==> src/design/dc_pkg.sv <==
`default_nettype none

package dc_pkg;

  // physical address width
  localparam int PADDR_W = 32;

  // load ports sharing the arrays
  localparam int READ_PORT_NUM = 3;

  // associativity
  localparam int DC_WAYS  = 4;
  localparam int DC_WAY_W = $clog2(DC_WAYS);

  // lines per way, single bank
  localparam int DC_WORDS = 16;
  localparam int DC_IDX_W = $clog2(DC_WORDS);

  // one line is 64 bits
  localparam int DC_DATA_W   = 64;
  localparam int DC_DATA_B_W = DC_DATA_W / 8;
  localparam int DC_OFS_W    = $clog2(DC_DATA_B_W);

  // address layout, msb first
  //   tag    [PADDR_W-1    : DC_TAG_LOW]
  //   index  [DC_TAG_LOW-1 : DC_OFS_W]
  //   offset [DC_OFS_W-1   : 0]
  localparam int DC_TAG_LOW = DC_OFS_W + DC_IDX_W;
  localparam int DC_TAG_W   = PADDR_W - DC_TAG_LOW;

endpackage

`default_nettype wire

==> src/design/dc_port_resp.sv <==
`default_nettype none

module dc_port_resp (
  input  logic                                              i_clk,
  input  logic                                              i_reset_n,
  input  logic                                              i_req_valid,
  input  logic                                              i_granted,
  input  logic [dc_pkg::PADDR_W-1:0]                        i_paddr,
  input  logic [dc_pkg::DC_IDX_W-1:0]                       i_sel_idx,
  input  logic                                              i_upd_busy,
  input  logic [dc_pkg::DC_WAYS-1:0][dc_pkg::DC_TAG_W-1:0]  i_way_tag,
  input  logic [dc_pkg::DC_WAYS-1:0]                        i_way_valid,
  input  logic [dc_pkg::DC_WAYS-1:0][dc_pkg::DC_DATA_W-1:0] i_way_data,
  input  logic [dc_pkg::DC_WORDS-1:0][dc_pkg::DC_WAY_W-1:0] i_victim,
  output logic                                              o_hit,
  output logic                                              o_miss,
  output logic                                              o_conflict,
  output logic [dc_pkg::DC_WAY_W-1:0]                       o_hit_way,
  output logic [dc_pkg::DC_DATA_W-1:0]                      o_data,
  output logic                                              o_replace_valid,
  output logic [dc_pkg::DC_WAY_W-1:0]                       o_replace_way,
  output logic [dc_pkg::PADDR_W-1:0]                        o_replace_paddr,
  output logic [dc_pkg::DC_DATA_W-1:0]                      o_replace_data,
  output logic                                              o_adv
);

  import dc_pkg::*;

  logic                r_s1_valid;
  logic                r_s1_served;
  logic                r_s1_upd_busy;
  logic [DC_TAG_W-1:0] r_s1_tag;
  logic [DC_IDX_W-1:0] r_s1_idx;

  logic [DC_WAYS-1:0]  w_tag_hit;
  logic                w_lookup;

  // stage 0 capture
  always_ff @(posedge i_clk, negedge i_reset_n) begin
    if (!i_reset_n) begin
      r_s1_valid    <= 1'b0;
      r_s1_served   <= 1'b0;
      r_s1_upd_busy <= 1'b0;
      r_s1_tag      <= '0;
      r_s1_idx      <= '0;
    end else begin
      r_s1_valid    <= i_req_valid;
      // winner, or a loser that shares the winner's line
      r_s1_served   <= i_granted | (i_paddr[DC_TAG_LOW-1:DC_OFS_W] == i_sel_idx);
      r_s1_upd_busy <= i_upd_busy;
      r_s1_tag      <= i_paddr[PADDR_W-1:DC_TAG_LOW];
      r_s1_idx      <= i_paddr[DC_TAG_LOW-1:DC_OFS_W];
    end
  end

  // stage 1 tag compare against every way
  always_comb begin
    for (int w = 0; w < DC_WAYS; w++) begin
      w_tag_hit[w] = i_way_valid[w] & (i_way_tag[w] == r_s1_tag);
    end
  end

  // hit way number and line, or-mux on the hit vector
  always_comb begin
    o_hit_way = '0;
    o_data    = '0;
    for (int w = 0; w < DC_WAYS; w++) begin
      if (w_tag_hit[w]) begin
        o_hit_way = o_hit_way | DC_WAY_W'(w);
        o_data    = o_data | i_way_data[w];
      end
    end
  end

  assign w_lookup   = r_s1_valid & r_s1_served & ~r_s1_upd_busy;
  assign o_hit      = w_lookup & (|w_tag_hit);
  assign o_miss     = w_lookup & ~(|w_tag_hit);
  assign o_conflict = r_s1_valid & (r_s1_upd_busy | ~r_s1_served);

  // victim line for this index
  assign o_replace_way   = i_victim[r_s1_idx];
  assign o_replace_valid = o_miss & i_way_valid[o_replace_way];
  assign o_replace_data  = i_way_data[o_replace_way];
  assign o_replace_paddr = {i_way_tag[o_replace_way], r_s1_idx, {DC_OFS_W{1'b0}}};

  assign o_adv = o_miss;

  a_resp_excl : assert property (@(posedge i_clk) disable iff (!i_reset_n)
    $onehot0({o_hit, o_miss, o_conflict}))
    else $error("port response is not exclusive");

  a_single_way_hit : assert property (@(posedge i_clk) disable iff (!i_reset_n)
    o_hit |-> $onehot(w_tag_hit))
    else $error("line present in more than one way");

endmodule

`default_nettype wire

==> config.mk <==
export PLATFORM = sky130hd
export DESIGN_NAME = dc_port_resp
export DESIGN_NICKNAME = d
export VERILOG_FILES = /design/src/design/dc_pkg.sv /design/src/design/dc_port_resp.sv
export SDC_FILE = /design/constraint.sdc
export NUM_CORES = 1
export LEC_CHECK = 0
export ABC_CLOCK_PERIOD_IN_PS = 2150
export BUFFER_PORTS_ARGS = -buffer_cell sky130_fd_sc_hd__buf_2
export CORE_AREA = 3 3 230 232
export CTS_CLUSTER_DIAMETER = 80
export CTS_CLUSTER_SIZE = 40
export DETAILED_ROUTE_END_ITERATION = 7
export DIE_AREA = 0 0 233 235
export HOLD_SLACK_MARGIN = 0.12
export SLEW_MARGIN = 20
export SYNTH_ARGS = -nofsm -noshare
export SYNTH_HDL_FRONTEND = slang
export SYNTH_SLANG_ARGS = --single-unit
==> constraint.sdc <==
create_clock -name i_clk -period 2.15 [get_ports i_clk]
set_input_delay 0.215 -clock i_clk [delete_from_list [all_inputs] [get_ports i_clk]]
set_output_delay 0.215 -clock i_clk [all_outputs]
set_load 0.01 [all_outputs]
# Yosys cells after proc, flatten, opt, wreduce, memory -nomap -nowiden
# Index checks and enable logic that the tools add are counted.
# totals
regBits	32
out_inout_bits	169
# classes
magnitude_cmp	2
eq_ne	5
muxes	15
bitwise	18
n_reduce_logical	1
# op_table
cell	count
two-way mux 64 bit	5
OR 64 bit	3
binary-select mux 64 bit (select 2 bit)	1
equality test 25 bit	4
binary-select mux 25 bit (select 2 bit)	1
two-way mux 25 bit	1
bitwise AND 1 bit	10
binary-select mux 2 bit (select 4 bit)	1
two-way mux 2 bit	3
less-than comparator 4 x 5 -> 1 bit (second input constant)	1
equality test 4 bit	1
OR reduction 4 bit	1
less-than comparator 2 x 3 -> 1 bit (second input constant)	1
NOT 1 bit	3
binary-select mux 1 bit (select 2 bit)	1
two-way mux 1 bit	2
OR 1 bit	2

# Logic depth before layout (Yosys ltp)
# Gate-level depths: netlist of run 1.
# depth
ltp_word	9
mapped_depth	8

# Least setup slack after synthesis of run 1
# Ideal clock, no wire load.
# synth_timing
kind	reg2out
from	register r_s1_idx[1]
to	output o_replace_data[0] (netlist name)
arrival_time_ns	2.250
t_required_ns	1.935
setup_slack_ns	-0.315
stages_incl_launch_ff	8
path_cell_list	dfrtp_1 -> buf_4 -> mux2i_1 -> mux4_2 -> mux2i_1 -> buf_4 -> buf_4 -> mux4_2
# synth_via
elab_chain_len	4
# synth_rtl
element	line	source
start: declaration	dc_port_resp.sv:33	logic [DC_IDX_W-1:0] r_s1_idx;
start signal: assignment	dc_port_resp.sv:52	r_s1_idx <= i_paddr[DC_TAG_LOW-1:DC_OFS_W];
binary-select mux 2 bit (select 4 bit)	dc_port_resp.sv:81	assign o_replace_way = i_victim[r_s1_idx];
two-way mux 2 bit (implied by the code)	dc_port_resp.sv:81	
binary-select mux 64 bit (select 2 bit)	dc_port_resp.sv:83	assign o_replace_data = i_way_data[o_replace_way];
two-way mux 64 bit (implied by the code)	dc_port_resp.sv:83	
end: declaration	dc_port_resp.sv:23	output logic [dc_pkg::DC_DATA_W-1:0] o_replace_data,
# No other way between the ends. The select of a mux whose other input is x is not followed.

# Worst setup path in the final report of run 1
# layout_timing
from	register r_s1_idx[1]
to	output o_replace_data[1] (netlist name)
# The elaborated chain is that of the path after synthesis.

==> results of run 1 <==
layer usage:
layer  share of wire  GRT usage
met1            0.38     0.2046
met2            0.51     0.3122
met3           0.078    0.02692
met4           0.037    0.06028
met5         0.00086          0
synthesized netlist by cell type, types with 2 or more instances:
cell and number:
buf_4 14, nand2_1 66, nor4_1 20, dfrtp_1 32, buf_6 2, nand4_1 8
xnor2_1 40, mux2i_1 10, xor2_1 64, or2_2 2, clkbuf_1 13, mux4_2 96
a22oi_1 128, nand3_1 10, buf_1 8, buf_2 17
how the worst max path moves through the flow:
stage | from | to
floorplan | r_s1_idx[0] | o_replace_data[0]
global placement | r_s1_tag[18] | o_data[33]
detailed placement | r_s1_idx[0] | o_replace_data[1]
CTS | r_s1_idx[1] | o_replace_data[1]
global route | r_s1_idx[1] | o_replace_data[1]
finish | r_s1_idx[1] | o_replace_data[1]
registers in the layout, indices dropped and copies added (netlist names):
signal / cells
r_s1_idx: 4
r_s1_served: 1
r_s1_tag: 25
r_s1_upd_busy: 1
r_s1_valid: 1
power by group through the flow:
| stage | clock network (mW) | logic (mW) | registers (mW) |
|---|---|---|---|
| global route | 0.784 | 3.60 | 0.678 |
| global placement | 0 | 2.93 | 0.681 |
| detailed placement | 0 | 2.91 | 0.683 |
| floorplan | 0 | 1.33 | 0.686 |
| CTS | 0.773 | 3.25 | 0.674 |
| finish | 0.756 | 3.43 | 0.675 |
cell type report:
class,count,area (µm²),area share
Clock buffer,8,146.4,0.01080
Sequential cell,32,808.3,0.05964
Antenna cell,6,15.01,0.001108
Timing Repair Buffer,824,6063,0.4474
Inverter,1,3.754,0.0002770
Multi-Input combinational cell,457,5664,0.4180
Tap cell,680,850.8,0.06278
through the flow:
step	setup WS (ns)	util
CTS	-0.9789	0.2494
global route	-1.041	0.2646
finish	-0.9746	0.2647
detailed placement	-0.6975	0.2062
global placement	-0.7104	0.2062
floorplan	-0.2925	-
critical path: stages (launching register included):
cell,delay [ns]
dfrtp_1,0.40
buf_12,0.15
mux2i_1,0.12
mux4_2,0.52
mux2i_4,0.20
buf_6,0.16
buf_12,0.14
buf_12,0.16
mux4_2,0.55
buf_2,0.18
repair_timing:
item,4_1_cts,5_1_grt
gates cloned,16,8
hold buffers,32,0
hold endpoints to repair,63,0
pin swaps,120,78
setup buffers,32,33
endpoints found under the setup margin,161,161
resized for setup,221,116
cell families after synthesis:
kind of cell	count (synthesis)	synth area share
flip-flops	32	0.1382
AO/OA/AOI/OAI	132	0.1725
multiplexers	106	0.3904
buffers and inverters	55	0.05096
AND/OR/NAND/NOR	112	0.09005
XOR/XNOR	104	0.1572
other	1	0.0006472
==> run metrics, run 1 <==
status=finished with violations; failing checks=setup timing; initial antenna violation count=9; Critical Path RT=1.93 ns; commonest non-fill, non-tap cell in the layout=buf_2; HP Start=i_granted; Die Area=54,760 µm²; ys flop type=dfrtp_1; final instance area=13,550 µm²; Rows=83; Final HPWL DP=41.35 mm; gpl congestion=0.9162; CP max FO=10; min Tclk post-route=3.125 ns; core area=51,200 µm²; leak pwr=6.165 nW; cell taking the most area after synthesis=mux4_2; Slew Limit Fails=0; Pint=2.880 mW; total I/O pin count=602; chip width=233 µm; Tot Pwr=4.860 mW; Final Setup Violations=161; DRT iter0 DRCs=465; DP Area=10,560 µm²; VDD IR max=441.5 µV; most frequent cells in the layout=539 x buf_2, 99 x buf_4, 97 x a22oi_2; RSZ-0062 raised after global routing=yes; routed vias/inst=4.484; Data arrival, critical path=2.91 ns; Fin. Hold Viols=0; CTS Buffer Depth=2; slew at the pin with the worst max-slew slack=0.8457 ns; cells after synthesis=542; Area growth, synth to finish=133.9%; CTS sink count=32; Mapped Area=5794 µm²; asr flop ratio synth=1.000; CP endpoint kind=primary output; via count of the first global-routing pass=9,491; Fill cells=5,431; post-synthesis sequential area ratio=0.1382; Rel. slew slack=0.4362; clock-pin transition on the worst setup and hold timing paths=0.06 ns; vias=9,004; Min-Delay Path Class=input port to flop; flops & latches, synth=32; DR WL/cell=25.96 µm; CP startpoint kind=flop; leading post-synthesis cells by cell area=mux4_2 37%, a22oi_1 17%, dfrtp_1 14%; TritonCTS clock tree=done; detailed-routing iteration count for the pre-antenna-repair pass=5; unique cell type count in the Yosys netlist=28; total grt overflow=0; hold slack final=0.1389 ns; Max-cap violations=0; Sw Ratio=0.4075; worst hold path depth=2; clock share of power=0.155; Die Span Y=235 µm; Worst Hold End=r_s1_served; port bufs=595; Gate power share=0.706; pin count of the biggest net entering global routing=33; Antenna Nets Post-Route=0; Final #Nets=1,754; H-tree depth=2; Synth top area share=0.3731; Routed WL=52.12 mm; Ys Warns=0; Final Worst Setup Slack=-0.9746 ns; Fmax achieved=320.0 MHz; layout cells sized above 1=0.7943; setup TNS=-129.44 ns; Pwr Density=358.6 nW/µm²; dpl cells=1,891; synthesized area per cell=10.69 µm²; CP Class=flop to primary output; clock buffer count from CTS=5; # DRC=0; period utilization=1.453; All-Layer GR Usage=0.1725; switching power=1.980 mW; Clock Tree Root=clkbuf_16; Post-synth EDFFs=0; Reg power frac=0.139; Post-Layout Cell Count=2,008; Starting Density=0.1132; first-pass GRT wire length=68.60 mm
Note: power is estimated with default switching activity, not from simulation.
==> run 2: changes to the inputs <==
--- a/config.mk
+++ b/config.mk
@@ -7,11 +7,11 @@
 export LEC_CHECK = 0
 export ABC_CLOCK_PERIOD_IN_PS = 2150
 export BUFFER_PORTS_ARGS = -buffer_cell sky130_fd_sc_hd__buf_2
-export CORE_AREA = 3 3 230 232
+export CORE_AREA = 10 10 224 226
 export CTS_CLUSTER_DIAMETER = 80
 export CTS_CLUSTER_SIZE = 40
 export DETAILED_ROUTE_END_ITERATION = 7
-export DIE_AREA = 0 0 233 235
+export DIE_AREA = 0 0 234 236
 export HOLD_SLACK_MARGIN = 0.12
 export SLEW_MARGIN = 20
 export SYNTH_ARGS = -nofsm -noshare
==> run metrics, run 2 (synthesis results as in run 1) <==
period utilization=1.479; Final #Nets=1,767; Area growth, synth to finish=136.0%; slowest stage delay, CP=0.68 ns; chip width=234 µm; core area=45,860 µm²; switching power=1.980 mW; layout cells sized above 1=0.7864; Slew Limit Fails=0; first-pass GRT wire length=75.79 mm; All-Layer GR Usage=0.1899; Die Span Y=236 µm; clock share of power=0.159; Clock Tree Root=clkbuf_16; Min-Delay Path Class=input port to flop; TritonCTS clock tree=done; leak pwr=6.267 nW; most frequent cells in the layout=522 x buf_2, 108 x buf_4, 106 x buf_6; Starting Density=0.1263; CTS sink count=32; worst hold path depth=2; CP startpoint kind=flop; Pwr Density=361.1 nW/µm²; Reg power frac=0.137; slew at the pin with the worst max-slew slack=0.8378 ns; cell breakdown of the critical path=buf_12 -> mux4_2 -> mux4_4 -> buf_16 -> buf_12 -> mux4_2 -> buf_6; Worst Hold End=r_s1_served; Fmax achieved=314.4 MHz; vias=9,013; CP max stage cell=mux4_4; CP endpoint kind=primary output; Die Area=55,220 µm²; failing checks=setup timing; Max-cap violations=0; initial antenna violation count=6; Critical Path RT=1.93 ns; Antenna Nets Post-Route=0; total grt overflow=0; CP Class=flop to primary output; HP Start=i_granted; critical path's top delay family=multiplexers; Sw Ratio=0.4009; clock-pin transition on the worst setup and hold timing paths=0.06 ns; RSZ-0062 raised after global routing=yes; WP buf/inv=4; Final HPWL DP=44.32 mm; Biggest register=r_s1_tag; status=finished with violations; setup TNS=-137.15 ns; min Tclk post-route=3.180 ns; detailed-routing iteration count for the pre-antenna-repair pass=4; number of flip-flops in the largest register=25; Fin. Hold Viols=0; largest registers=r_s1_tag: 25 flops, r_s1_idx: 4 flops; Final Setup Violations=161; commonest non-fill, non-tap cell in the layout=buf_2; # DRC=0; hold slack final=0.1344 ns; DR WL/cell=28.97 µm; total I/O pin count=602; pin count of the biggest net entering global routing=33; gpl congestion=0.9802; Data arrival, critical path=2.97 ns; CTS Buffer Depth=2; H-tree depth=2; Rows=79; via count of the first global-routing pass=10.22k; Tot Pwr=4.938 mW; clock buffer count from CTS=5; Gate power share=0.704; CP max FO=14; Final Worst Setup Slack=-1.030 ns; DRT iter0 DRCs=405; routed vias/inst=4.639; Rel. slew slack=0.4415; port bufs=595; Pint=2.958 mW; Fill cells=4,804; Routed WL=56.29 mm; VDD IR max=499.8 µV
[run 2: repair_timing]
action	4_1_cts	5_1_grt
hold buffers	32	0
gates resized for setup	261	87
setup endpoints to repair	161	161
buffers inserted	44	23
cloned	21	3
pin swaps	120	57
endpoints found under the hold margin	63	0
[run 2: per-stage QoR]
stage	util	setup WS (ns)	cells	area, µm²
after floorplan	-	-0.2925	544	5877
after global placement	0.2296	-0.8004	1830	10530
after detailed placement	0.2296	-0.8023	1830	10530
after CTS	0.2893	-1.058	1929	13270
after global routing	0.2981	-1.094	1942	13670
final	0.2982	-1.030	1943	13680
[run 2: layout make-up]
class | count | area, µm² | share of cell area
multi-input combinational | 457 | 5552 | 0.4059
clock buffer | 7 | 152.6 | 0.01116
timing repair buffer | 837 | 6399 | 0.4679
sequential | 32 | 804.5 | 0.05883
antenna | 2 | 5.005 | 0.0003660
tap | 607 | 759.5 | 0.05554
inverter | 1 | 3.754 | 0.0002745
[run 2: routing by layer]
| layer | part of all wire | GRT usage |
|---|---|---|
| met1 | 0.35 | 0.1966 |
| met2 | 0.52 | 0.3487 |
| met3 | 0.091 | 0.05462 |
| met5 | 0.00083 | 0 |
| met4 | 0.040 | 0.07859 |
[run 2: power by group through the flow]
stage | combinational [mW] | clock (mW) | sequential, mW
floorplan | 1.33 | 0 | 0.686
global placement | 2.94 | 0 | 0.682
detailed placement | 2.93 | 0 | 0.683
CTS | 3.36 | 0.809 | 0.672
global route | 3.66 | 0.810 | 0.676
finish | 3.48 | 0.787 | 0.675
[run 2: worst max path at each step]
stage,start,to,slack [ns],depth (start not counted)
6_report,r_s1_idx[0],o_replace_data[2],-1.03,7
5_1_grt,r_s1_idx[0],o_replace_data[2],-1.09,7
4_1_cts,r_s1_idx[0],o_replace_paddr[7],-1.06,7
3_5_place_dp,r_s1_idx[1],o_replace_data[2],-0.80,7
3_3_place_gp,r_s1_idx[0],o_replace_data[2],-0.80,8
2_1_floorplan,r_s1_idx[0],o_replace_data[0],-0.29,7
==> run 3: changes to the inputs <==
--- a/config.mk
+++ b/config.mk
@@ -13,6 +13,7 @@
 export DETAILED_ROUTE_END_ITERATION = 7
 export DIE_AREA = 0 0 234 236
 export HOLD_SLACK_MARGIN = 0.12
+export RECOVER_POWER = 50
 export SLEW_MARGIN = 20
 export SYNTH_ARGS = -nofsm -noshare
 export SYNTH_HDL_FRONTEND = slang
==> run metrics, run 3 (synthesis results as in run 1) <==
total I/O pin count=602; Die Span Y=236 µm; Max-cap violations=0; DR WL/cell=28.98 µm; commonest non-fill, non-tap cell in the layout=buf_2; CP max FO=14; CP max stage cell=mux4_4; Pwr Density=361.2 nW/µm²; slowest stage delay, CP=0.68 ns; crit path from=r_s1_idx[0]; CTS Buffer Depth=2; Slew Limit Fails=0; Starting Density=0.1263; CP Class=flop to primary output; pin count of the biggest net entering global routing=33; clock buffer count from CTS=5; leak pwr=6.249 nW; RSZ-0062 raised after global routing=yes; CTS sink count=32; DRT iter0 DRCs=401; All-Layer GR Usage=0.1899; cell breakdown of the critical path=buf_12 -> mux4_2 -> mux4_4 -> buf_16 -> buf_12 -> mux4_2 -> buf_6; Rel. slew slack=0.3776; Fill cells=4,806; VDD IR max=498.9 µV; pre-CTS setup slack=-0.8023 ns; detailed-routing iteration count for the pre-antenna-repair pass=4; most frequent cells in the layout=514 x buf_2, 108 x buf_4, 106 x buf_6; vias=9,012; hold slack final=0.1348 ns; area of the multi-input gates=5552 µm²; clock-pin transition on the worst setup and hold timing paths=0.06 ns; Tot Pwr=4.936 mW; Final Worst Setup Slack=-1.030 ns; chip width=234 µm; WP buf/inv=4; Final #Nets=1,767; initial antenna violation count=6; Critical Path RT=1.93 ns; core area=45,860 µm²; first-pass GRT wire length=75.79 mm; Die Area=55,220 µm²; Routed WL=56.30 mm; Final Setup Violations=161; Antenna Nets Post-Route=0; largest registers=r_s1_tag: 25 flops, r_s1_idx: 4 flops; WP depth=7; Min-Delay Path Class=input port to flop; period utilization=1.479; gpl congestion=0.9802; layout cells sized above 1=0.7804; CP startpoint kind=flop; failing checks=setup timing; status=finished with violations; Rows=79; HP Start=i_granted; # DRC=0; Data arrival, critical path=2.97 ns; slew at the pin with the worst max-slew slack=0.9335 ns; port bufs=595; CP endpoint kind=primary output; Area growth, synth to finish=135.8%; Worst Hold End=r_s1_served; Final HPWL DP=44.32 mm; Fmax achieved=314.4 MHz; H-tree depth=2; worst hold path depth=2; register area=803.3 µm²; via count of the first global-routing pass=10.22k; min Tclk post-route=3.180 ns; Clock Tree Root=clkbuf_16; Biggest register=r_s1_tag; critical path's top delay family=multiplexers; total grt overflow=0; Fin. Hold Viols=0; number of flip-flops in the largest register=25; routed vias/inst=4.638; TritonCTS clock tree=done
==> run 3: changes by cell type in the layout (fill, tap and decap cells not counted) <==
cell and change:
buf_2 -8, clkbuf_2 +1, dfrtp_1 +1, dfrtp_2 -1
clkbuf_1 +7
==> run 3: through the flow <==
| step | cells | instance area [µm²] | util | TNS (ns) |
|---|---|---|---|---|
| after detailed placement | 1830 | 10530 | 0.2296 | -87.36 |
| after global routing | 1942 | 13660 | 0.2979 | -148.76 |
| final | 1943 | 13670 | 0.2980 | -137.23 |
| after global placement | 1830 | 10530 | 0.2296 | -87.70 |
| after CTS | 1929 | 13270 | 0.2893 | -134.31 |
| after floorplan | 544 | 5877 | - | -25.53 |
==> run 3: power by group <==
part           total (mW)  switching [mW]  internal (mW)  leakage (nW)
logic                3.48            1.64           1.83          5.80
registers           0.674          0.0402          0.634         0.371
clock network       0.786           0.299          0.487        0.0760
==> run 3: area by class of cell <==
| cell class | count | share of cell area |
|---|---|---|
| tap | 607 | 0.05558 |
| inverter | 1 | 0.0002747 |
| antenna | 2 | 0.0003662 |
| timing repair buffer | 837 | 0.4676 |
| multi-input combinational | 457 | 0.4062 |
| sequential | 32 | 0.05878 |
| clock buffer | 7 | 0.01117 |
==> run 3: worst max path at each step <==
stage                               to
floorplan            o_replace_data[0]
global placement     o_replace_data[2]
detailed placement   o_replace_data[2]
CTS                 o_replace_paddr[7]
global route         o_replace_data[2]
finish               o_replace_data[2]
==> run 3: metal layers <==
layer  part of all wire  vias to the layer above  GRT usage
li1                   -                     3805          -
met5            0.00083                        -          0
met1               0.35                     4534     0.1966
met2               0.52                      574     0.3487
met4              0.040                        8    0.07859
met3              0.092                       91    0.05462
==> run 3: timing repair <==
action / CTS / global route
gates cloned: 21 / 3
pin swaps: 120 / 57
buffers inserted: 44 / 23
resized for setup: 261 / 87
setup endpoints to repair: 161 / 161
hold endpoints to repair: 63 / 0
hold buffers: 32 / 0
